**src/verilog/gb_platform_pkg.sv**
```systemverilog
package gb_platform_pkg;

    // ==========================================================
    // Vector types
    // ==========================================================

    // One ROM byte, or one 8-bit colour channel
    typedef logic [7:0]  byte_t;

    // External memory data word
    typedef logic [15:0] mem_word_t;

    // Word address towards the external memory
    typedef logic [23:0] mem_addr_t;

    // Byte address from the cartridge mapper
    typedef logic [22:0] mbc_addr_t;

    // Loader byte address and file index
    typedef logic [24:0] ioctl_addr_t;
    typedef logic [7:0]  ioctl_index_t;

    // Memory byte enables, bit 1 is the upper byte
    typedef logic [1:0]  byte_lanes_t;

    // GBC pixel, red in the top five bits, blue at the bottom
    typedef logic [14:0] rgb555_t;

    // DMG pixel code, 0 lightest
    typedef logic [1:0]  dmg_shade_t;

    // LCD mode code as driven by the core's video unit
    typedef logic [1:0]  lcd_mode_t;

    // ==========================================================
    // Constants
    // ==========================================================

    // Modes 2 (OAM scan) and 3 (transfer) are not needed here
    localparam lcd_mode_t LCD_MODE_HBLANK = 2'd0;
    localparam lcd_mode_t LCD_MODE_VBLANK = 2'd1;

    // Loader indexes that carry a cartridge ROM
    // Low six bits of 1 cover every ROM slot in the file menu
    localparam logic [5:0]   IDX_ROM_LOW  = 6'h01;
    localparam ioctl_index_t IDX_BOOT_ROM = 8'h00;
    localparam ioctl_index_t IDX_ROM_ALT  = 8'h80;

    // DMG grey levels, shade 0 is white
    localparam byte_t SHADE_WHITE = 8'hFF;
    localparam byte_t SHADE_LIGHT = 8'hAA;
    localparam byte_t SHADE_DARK  = 8'h55;
    localparam byte_t SHADE_BLACK = 8'h00;

endpackage

```
**src/verilog/clock_enable_gen.sv**
```systemverilog
module clock_enable_gen
    import gb_platform_pkg::*;
#(
    parameter int CPU_DIV_WIDTH = 4,
    parameter int RTC_DIV_WIDTH = 11
) (
    input  logic clk_sys,
    input  logic reset,
    output logic ce_cpu,
    output logic ce_cpu_n,
    output logic ce_cpu2x,
    output logic ce_32k
);

    // Opposite phase point of the CPU divider, half a period in
    localparam logic [CPU_DIV_WIDTH-1:0] CPU_HALF = {1'b1, {(CPU_DIV_WIDTH-1){1'b0}}};

    logic [CPU_DIV_WIDTH-1:0] cpu_div;
    logic [CPU_DIV_WIDTH-1:0] cpu_div_next;
    logic [RTC_DIV_WIDTH-1:0] rtc_div;
    logic [RTC_DIV_WIDTH-1:0] rtc_div_next;

    assign cpu_div_next = cpu_div + 1'b1;
    assign rtc_div_next = rtc_div + 1'b1;

    // ==========================================================
    // Dividers and enable registers
    // ==========================================================

    // Enables decode the next count, so each pulse lands on the
    // same edge as the counter step that wraps it
    always_ff @(posedge clk_sys) begin
        if (reset) begin
            cpu_div  <= '0;
            rtc_div  <= '0;
            ce_cpu   <= 1'b0;
            ce_cpu_n <= 1'b0;
            ce_cpu2x <= 1'b0;
            ce_32k   <= 1'b0;
        end else begin
            cpu_div  <= cpu_div_next;
            rtc_div  <= rtc_div_next;
            ce_cpu   <= (cpu_div_next == '0);
            // Half period later for the falling CPU phase
            ce_cpu_n <= (cpu_div_next == CPU_HALF);
            // Double rate, both phases
            ce_cpu2x <= (cpu_div_next[CPU_DIV_WIDTH-2:0] == '0);
            // Slow tick for the cartridge RTC
            ce_32k   <= (rtc_div_next == '0);
        end
    end

    // ==========================================================
    // Checks
    // ==========================================================

    // The two CPU phases never coincide
    assert property (@(posedge clk_sys) disable iff (reset) !(ce_cpu && ce_cpu_n))
        else $error("ce_cpu and ce_cpu_n high together");

    // Double-rate enable covers both CPU phases
    assert property (@(posedge clk_sys) disable iff (reset) (ce_cpu || ce_cpu_n) |-> ce_cpu2x)
        else $error("ce_cpu2x missing on a CPU phase");

endmodule

```
**src/verilog/cart_memory_port.sv**
```systemverilog
module cart_memory_port
    import gb_platform_pkg::*;
(
    // Loader stream
    input  logic         ioctl_download,
    input  logic         ioctl_wr,
    input  ioctl_index_t ioctl_index,
    input  ioctl_addr_t  ioctl_addr,
    input  mem_word_t    ioctl_dout,
    // Mapper side
    input  mbc_addr_t    mbc_addr,
    input  logic         cart_rd,
    input  logic         cram_rd,
    // Memory read data
    input  mem_word_t    mem_dout,
    // Outputs
    output logic         cart_download,
    output mem_addr_t    mem_addr,
    output mem_word_t    mem_din,
    output byte_lanes_t  mem_ds,
    output logic         mem_oe,
    output logic         mem_we,
    output byte_t        rom_do
);

    logic rom_index;

    // ==========================================================
    // Download detection
    // ==========================================================

    // Any ROM slot, the boot slot, or the alternate ROM index
    assign rom_index = (ioctl_index[5:0] == IDX_ROM_LOW)
                    || (ioctl_index == IDX_BOOT_ROM)
                    || (ioctl_index == IDX_ROM_ALT);

    assign cart_download = ioctl_download && rom_index;

    // ==========================================================
    // Memory request mux
    // ==========================================================

    always_comb begin
        if (cart_download) begin
            // Loader owns the memory, whole words at a time
            mem_addr = ioctl_addr[24:1];
            mem_din  = ioctl_dout;
            mem_ds   = 2'b11;
            mem_we   = ioctl_wr;
            mem_oe   = 1'b0;
        end else begin
            // Mapper reads, top address bits held at zero
            mem_addr = {2'b00, mbc_addr[22:1]};
            mem_din  = '0;
            // Odd byte lives in the upper lane
            mem_ds   = {mbc_addr[0], ~mbc_addr[0]};
            mem_we   = 1'b0;
            // Cartridge RAM reads are served elsewhere
            mem_oe   = cart_rd && !cram_rd;
        end

        // Read and write requests never overlap
        assert (!(mem_oe && mem_we))
            else $error("mem_oe and mem_we high together");
    end

    // ==========================================================
    // ROM byte select
    // ==========================================================

    // Little-endian word, odd addresses take the high byte
    assign rom_do = mbc_addr[0] ? mem_dout[15:8] : mem_dout[7:0];

endmodule

```
**src/verilog/video_output.sv**
```systemverilog
module video_output
    import gb_platform_pkg::*;
(
    input  logic       clk_sys,
    input  logic       reset,
    // LCD side of the core
    input  lcd_mode_t  lcd_mode,
    input  rgb555_t    lcd_data,
    input  dmg_shade_t lcd_data_gb,
    input  logic       lcd_vsync,
    input  logic       is_gbc_game,
    // Video out
    output byte_t      vga_r,
    output byte_t      vga_g,
    output byte_t      vga_b,
    output logic       vga_hs,
    output logic       vga_vs,
    output logic       vga_hb,
    output logic       vga_vb
);

    byte_t dmg_grey;
    byte_t gbc_r;
    byte_t gbc_g;
    byte_t gbc_b;
    logic  in_hblank;
    logic  last_hblank;

    // ==========================================================
    // Colour conversion
    // ==========================================================

    // DMG shade code to grey level
    always_comb begin
        case (lcd_data_gb)
            2'd0:    dmg_grey = SHADE_WHITE;
            2'd1:    dmg_grey = SHADE_LIGHT;
            2'd2:    dmg_grey = SHADE_DARK;
            default: dmg_grey = SHADE_BLACK;
        endcase
    end

    // RGB555 to RGB888, top bits repeated into the low bits
    // so full scale maps to FF and zero stays zero
    assign gbc_r = {lcd_data[14:10], lcd_data[14:12]};
    assign gbc_g = {lcd_data[9:5], lcd_data[9:7]};
    assign gbc_b = {lcd_data[4:0], lcd_data[4:2]};

    // Game type picks colour or grey on all three channels
    assign vga_r = is_gbc_game ? gbc_r : dmg_grey;
    assign vga_g = is_gbc_game ? gbc_g : dmg_grey;
    assign vga_b = is_gbc_game ? gbc_b : dmg_grey;

    // ==========================================================
    // Sync and blanking
    // ==========================================================

    assign in_hblank = (lcd_mode == LCD_MODE_HBLANK);

    // One-cycle low pulse on each fresh entry into HBLANK
    always_ff @(posedge clk_sys) begin
        if (reset) begin
            last_hblank <= 1'b0;
            vga_hs      <= 1'b1;
        end else begin
            last_hblank <= in_hblank;
            vga_hs      <= !(in_hblank && !last_hblank);
        end
    end

    // Vertical sync is active low towards the display
    assign vga_vs = ~lcd_vsync;

    // Blanking flags straight from the mode code
    assign vga_hb = in_hblank;
    assign vga_vb = (lcd_mode == LCD_MODE_VBLANK);

    // ==========================================================
    // Checks
    // ==========================================================

    // Sync pulse stays one cycle wide, even when HBLANK lingers
    assert property (@(posedge clk_sys) disable iff (reset) !vga_hs |=> vga_hs)
        else $error("vga_hs low for two cycles");

endmodule

```
**src/verilog/gb_platform_top.sv**
```systemverilog
module gb_platform_top
    import gb_platform_pkg::*;
#(
    parameter int CPU_DIV_WIDTH = 4,
    parameter int RTC_DIV_WIDTH = 11
) (
    input  logic         clk_sys,
    input  logic         reset,
    // Loader
    input  logic         ioctl_download,
    input  logic         ioctl_wr,
    input  ioctl_index_t ioctl_index,
    input  ioctl_addr_t  ioctl_addr,
    input  mem_word_t    ioctl_dout,
    // Mapper
    input  mbc_addr_t    mbc_addr,
    input  logic         cart_rd,
    input  logic         cram_rd,
    // External memory
    input  mem_word_t    mem_dout,
    output mem_addr_t    mem_addr,
    output mem_word_t    mem_din,
    output byte_lanes_t  mem_ds,
    output logic         mem_oe,
    output logic         mem_we,
    // Cartridge
    output byte_t        rom_do,
    output logic         cart_download,
    // Clock enables
    output logic         ce_cpu,
    output logic         ce_cpu_n,
    output logic         ce_cpu2x,
    output logic         ce_32k,
    // LCD
    input  lcd_mode_t    lcd_mode,
    input  rgb555_t      lcd_data,
    input  dmg_shade_t   lcd_data_gb,
    input  logic         lcd_vsync,
    input  logic         is_gbc_game,
    // Video
    output byte_t        vga_r,
    output byte_t        vga_g,
    output byte_t        vga_b,
    output logic         vga_hs,
    output logic         vga_vs,
    output logic         vga_hb,
    output logic         vga_vb
);

    // ==========================================================
    // Clock enables
    // ==========================================================

    clock_enable_gen #(
        .CPU_DIV_WIDTH (CPU_DIV_WIDTH),
        .RTC_DIV_WIDTH (RTC_DIV_WIDTH)
    ) u_clock_enable_gen (
        .clk_sys  (clk_sys),
        .reset    (reset),
        .ce_cpu   (ce_cpu),
        .ce_cpu_n (ce_cpu_n),
        .ce_cpu2x (ce_cpu2x),
        .ce_32k   (ce_32k)
    );

    // ==========================================================
    // Cartridge memory port
    // ==========================================================

    cart_memory_port u_cart_memory_port (
        .ioctl_download (ioctl_download),
        .ioctl_wr       (ioctl_wr),
        .ioctl_index    (ioctl_index),
        .ioctl_addr     (ioctl_addr),
        .ioctl_dout     (ioctl_dout),
        .mbc_addr       (mbc_addr),
        .cart_rd        (cart_rd),
        .cram_rd        (cram_rd),
        .mem_dout       (mem_dout),
        .cart_download  (cart_download),
        .mem_addr       (mem_addr),
        .mem_din        (mem_din),
        .mem_ds         (mem_ds),
        .mem_oe         (mem_oe),
        .mem_we         (mem_we),
        .rom_do         (rom_do)
    );

    // ==========================================================
    // Video output
    // ==========================================================

    video_output u_video_output (
        .clk_sys     (clk_sys),
        .reset       (reset),
        .lcd_mode    (lcd_mode),
        .lcd_data    (lcd_data),
        .lcd_data_gb (lcd_data_gb),
        .lcd_vsync   (lcd_vsync),
        .is_gbc_game (is_gbc_game),
        .vga_r       (vga_r),
        .vga_g       (vga_g),
        .vga_b       (vga_b),
        .vga_hs      (vga_hs),
        .vga_vs      (vga_vs),
        .vga_hb      (vga_hb),
        .vga_vb      (vga_vb)
    );

endmodule

```
**config.mk**
```make
export PLATFORM = sky130hd
export DESIGN_NAME = gb_platform_top
export DESIGN_NICKNAME = d
export VERILOG_FILES = /design/src/verilog/gb_platform_pkg.sv /design/src/verilog/clock_enable_gen.sv /design/src/verilog/cart_memory_port.sv /design/src/verilog/video_output.sv /design/src/verilog/gb_platform_top.sv
export SDC_FILE = /design/constraint.sdc
export NUM_CORES = 1
export LEC_CHECK = 0
export ABC_CLOCK_PERIOD_IN_PS = 4150
export BUFFER_PORTS_ARGS = -buffer_cell sky130_fd_sc_hd__buf_2
export CAP_MARGIN = 5
export CORE_AREA = 2 2 78 80
export DETAILED_ROUTE_END_ITERATION = 10
export DIE_AREA = 0 0 80 82
export PLACE_DENSITY = 0.75
export SLEW_MARGIN = 10
export SYNTH_ARGS = -nofsm -noshare
export SYNTH_HDL_FRONTEND = slang
export SYNTH_HIERARCHICAL = 1
export SYNTH_SLANG_ARGS = --single-unit
export TNS_END_PERCENT = 10
```
**constraint.sdc**
```tcl
create_clock -name clk_sys -period 4.15 [get_ports clk_sys]
set_input_delay 0.415 -clock clk_sys [delete_from_list [all_inputs] [get_ports clk_sys]]
set_output_delay 0.415 -clock clk_sys [all_outputs]
set_load 0.005 [all_outputs]
```
==> summary.txt <==
Drt
  – Wire per inst: 12.5 µm
  – Detailed-route via count: 2,043
  – Violation count after the first detailed-route iteration: 62
  – Met3 wire length: 395 µm
  – DRC: 0
  – WL met2: approximately 2800 µm
  – DRT antenna net count: 0
  – M1 WL: between 2000 and 2500 µm
  – First-pass DRT Iterations: 4
  – Routed wire length: about 5700 µm
  – Detailed-route vias per instance: around 4.4
  – Top sig layer: met4

Place
  – Placer Congestion: 0.939
  – Dpl hpwl: slightly below 5000 µm
  – IO buf count: 197

Synthesis
  – Avg Inst Size Synth: ~8.4 µm²
  – Most frequent cells after synthesis: 38 x nand2_1, 29 x mux2_2, 21 x dfxtp_1
  – Synth Area in Compound Gates: under 10%
  – Post-Syn Nets: approximately 310
  – Async set-or-reset flop fraction in the synthesized netlist: 0%
  – Post-synth EDFFs: 0
  – Sequential share of the synthesized area: ~26%
  – Synth top area share: around 26%
  – Post-synthesis register bit count: 21
  – Yosys warns: 6
  – Multiplexer share of the synthesized area: 22.1%
  – Most frequent cell after synthesis: nand2_1
  – Largest family of logic cells by synthesized area: simple AND/OR/NAND/NOR gates
  – Most area-hungry cell type in the Yosys netlist: dfxtp_1
  – Synth Flop Type: dfxtp_1
  – Mapped Cells: 193
  – Synth Cell Area: 1630 µm²
  – Post-synthesis simple-gate area fraction: a little over a third
  – Synth top area cells: dfxtp_1 26%, mux2_2 20%, nand2_1 8.7%
  – Xor/xnor share of the synthesized area: about 3.2%
  – Cell variety after synth: 37
  – Area share of fa/ha/maj cells after synthesis: about 2.3%

CTS
  – Clk Latency, worst-skew pair: around 0.25 ns
  – CTS resizes: 0
  – CTS Buf Count: 3
  – Post-CTS Hold Buffers: 0
  – Max Buffers Root-to-Sink: 2
  – Clock transition at path regs: approximately 0.07 ns
  – Setup bufs post-CTS: 0
  – H-tree Lvls: 1
  – CTS tree: yes
  – Root buffer cell: clkbuf_8
  – # clock sinks: 21

Timing
  – Final Hold Viols: 0
  – Fmax: 378 MHz
  – Max_slew headroom: between 70% and 80%
  – RSZ-0062 raised after global routing: no
  – Setup Viol. Count Final: 0
  – Period minus WS final: 2.65 ns
  – Hold Slack: between 0.3 and 0.4 ns
  – Worst Skew: around 0.0033 ns
  – Final worst path period share: 63.8%
  – Setup TNS: 0 ns
  – Final Slew Violations: 0
  – Worst Max-Slew Pin Slew: between 0.3 and 0.4 ns

Power and ir drop
  – Int Pwr: around 0.00037 W
  – Share of power burned in registers: a little over two fifths
  – Sw Ratio: 25.5%
  – Pwr/cell area: 184 nW/µm²
  – Combinational share of power: about a third
  – Max IR drop VDD: between 0.00015 and 0.0002 V
  – NetSw: 0.000126 W
  – Clk network pwr share: between 20% and 30%
  – Leakage power: about 1.5 nW

Critical path
  – Worst Path Required: ~3.7 ns
  – Arr. time, crit path: 2.23 ns
  – Reg2reg path depth: 3
  – Worst Setup Start Kind: input pin
  – Crit path kind: in2out
  – CP Max Fanout: 27
  – Crit end category: output pin

Floorplanning
  – Placeable Area: 5750 µm²
  – Die ar.: 6560 µm²
  – Die Height: slightly above 80 µm
  – FP Rows: 28
  – Die W: 80 µm
  – Initial Utilization: about 28%
  – IO Pins: 200

GRT
  – Total grt overflow: 0
  – Initial antenna violation count: 0
  – Largest net degree at the start of global routing: 28
  – First-pass GRT wire length: 8200 µm
  – Vias in the first global route: 1,703
  – Tot GR Track Use: approximately 16%

Final layout
  – Layout area overhead: 64.9%
  – Fill count: a little under 600
  – Final #Nets: about 500
  – N_diodes: 0
  – Share of layout cells above drive strength 1: a little under two thirds

Hold path
  – Min-Delay Path Class: in2reg
  – Hold Path Cell Cnt: 2

Outcome
  – Outcome: finished, final reports clean

Job
  – # Max-Cap Violations: 0
[path summary, 6_finish.rpt]
| path | startpoint | endpoint | slack [ns] |
|---|---|---|---|
| setup / recovery | ioctl_index[5] | mem_addr[14] | 1.50 |
| hold / removal | lcd_mode[0] | u_video_output/last_hblank$_SDFF_PP0_ | 0.36 |
| setup reg to reg | u_clock_enable_gen/rtc_div[2]$_SDFF_PP0_ | u_clock_enable_gen/ce_32k$_SDFF_PP0_ | 2.61 |
| hold reg to reg | u_video_output/last_hblank$_SDFF_PP0_ | u_video_output/vga_hs$_SDFF_PP1_ | 0.41 |
[cell families (layout without fill, tap and decap cells)]
logic type | count (synthesis) | after routing
and+or+nand+nor | 105 | 105
AOI/OAI and AO/OA | 11 | 11
buffers and inverters | 15 | 207
muxes | 32 | 32
DFF | 21 | 21
adders and majority gates | 3 | 3
xor gates and xnor gates | 6 | 6
[final cells by class]
type / instances / area, µm² / area share, %
multi-input cells: 157 / 1110 / 41.4
flip-flops and latches: 21 / 420 / 15.6
inverters: 4 / 15.0 / 0.558
repair buffers: 199 / 1000 / 37.2
clock buffers: 4 / 45.0 / 1.68
well taps: 75 / 93.8 / 3.49
[worst max-delay path, cell delays in order]
cell and delay [ns]:
buf_2 0.10, or4b_4 0.54, a2111oi_4 0.30, buf_4 0.34, mux2_2 0.38, buf_2 0.15
[cells in the final DEF (no fill, tap or decap), types with 2 or more instances in the layout]
master,synthesis,layout
mux2_1,3,3
xor2_1,5,5
or2_4,2,2
inv_1,4,4
or3_1,3,3
nand2_2,3,3
ha_1,3,3
nand3_1,5,5
nor4_1,3,3
mux2_2,29,29
a21oi_1,4,4
nand2b_1,2,2
or2_2,2,2
dfxtp_1,21,21
or4_1,2,2
buf_4,0,2
and2_1,19,19
clkbuf_8,0,3
nor2b_1,7,7
nor2_1,11,11
nand2_1,38,38
o21ai_1,3,3
buf_2,2,197
[routing by layer]
metal,vias up,global-route usage (%)
met1,917,21.2
met2,86,26.4
met3,6,1.87
met4,0,4.92
met5,-,0
li1,1034,-
[sequential cells by signal, indices dropped and copies added (netlist names)]
name / flops
u_clock_enable_gen/cpu_div: 4
u_video_output/last_hblank: 1
u_clock_enable_gen/ce_32k: 1
u_clock_enable_gen/ce_cpu: 1
u_clock_enable_gen/ce_cpu_n: 1
u_clock_enable_gen/ce_cpu2x: 1
u_clock_enable_gen/rtc_div: 11
u_video_output/vga_hs: 1
[power by group through the flow]
stage,clock network [W],logic [W],registers (W)
global route,0.000141,0.000174,0.000212
finish,0.000126,0.000156,0.000212
floorplan,0,0.0000638,0.000216
global placement,0,0.000153,0.000216
CTS,0.000132,0.000157,0.000212
detailed placement,0,0.000156,0.000216
[through the flow]
step | utilization [%] | setup slack, ns | total power [W] | instances | cell area [µm²]
final | 46.8 | 1.50 | 0.000494 | 460 | 2690
after CTS | 46.8 | 1.51 | 0.000501 | 460 | 2690
after global placement | 46.0 | 1.53 | 0.000369 | 456 | 2640
after global routing | 46.8 | 1.44 | 0.000527 | 460 | 2690
after detailed placement | 46.0 | 1.52 | 0.000373 | 456 | 2640
after floorplan | - | 1.71 | 0.000280 | 193 | 1630
No activity file was read; power rests on OpenSTA's default activity.
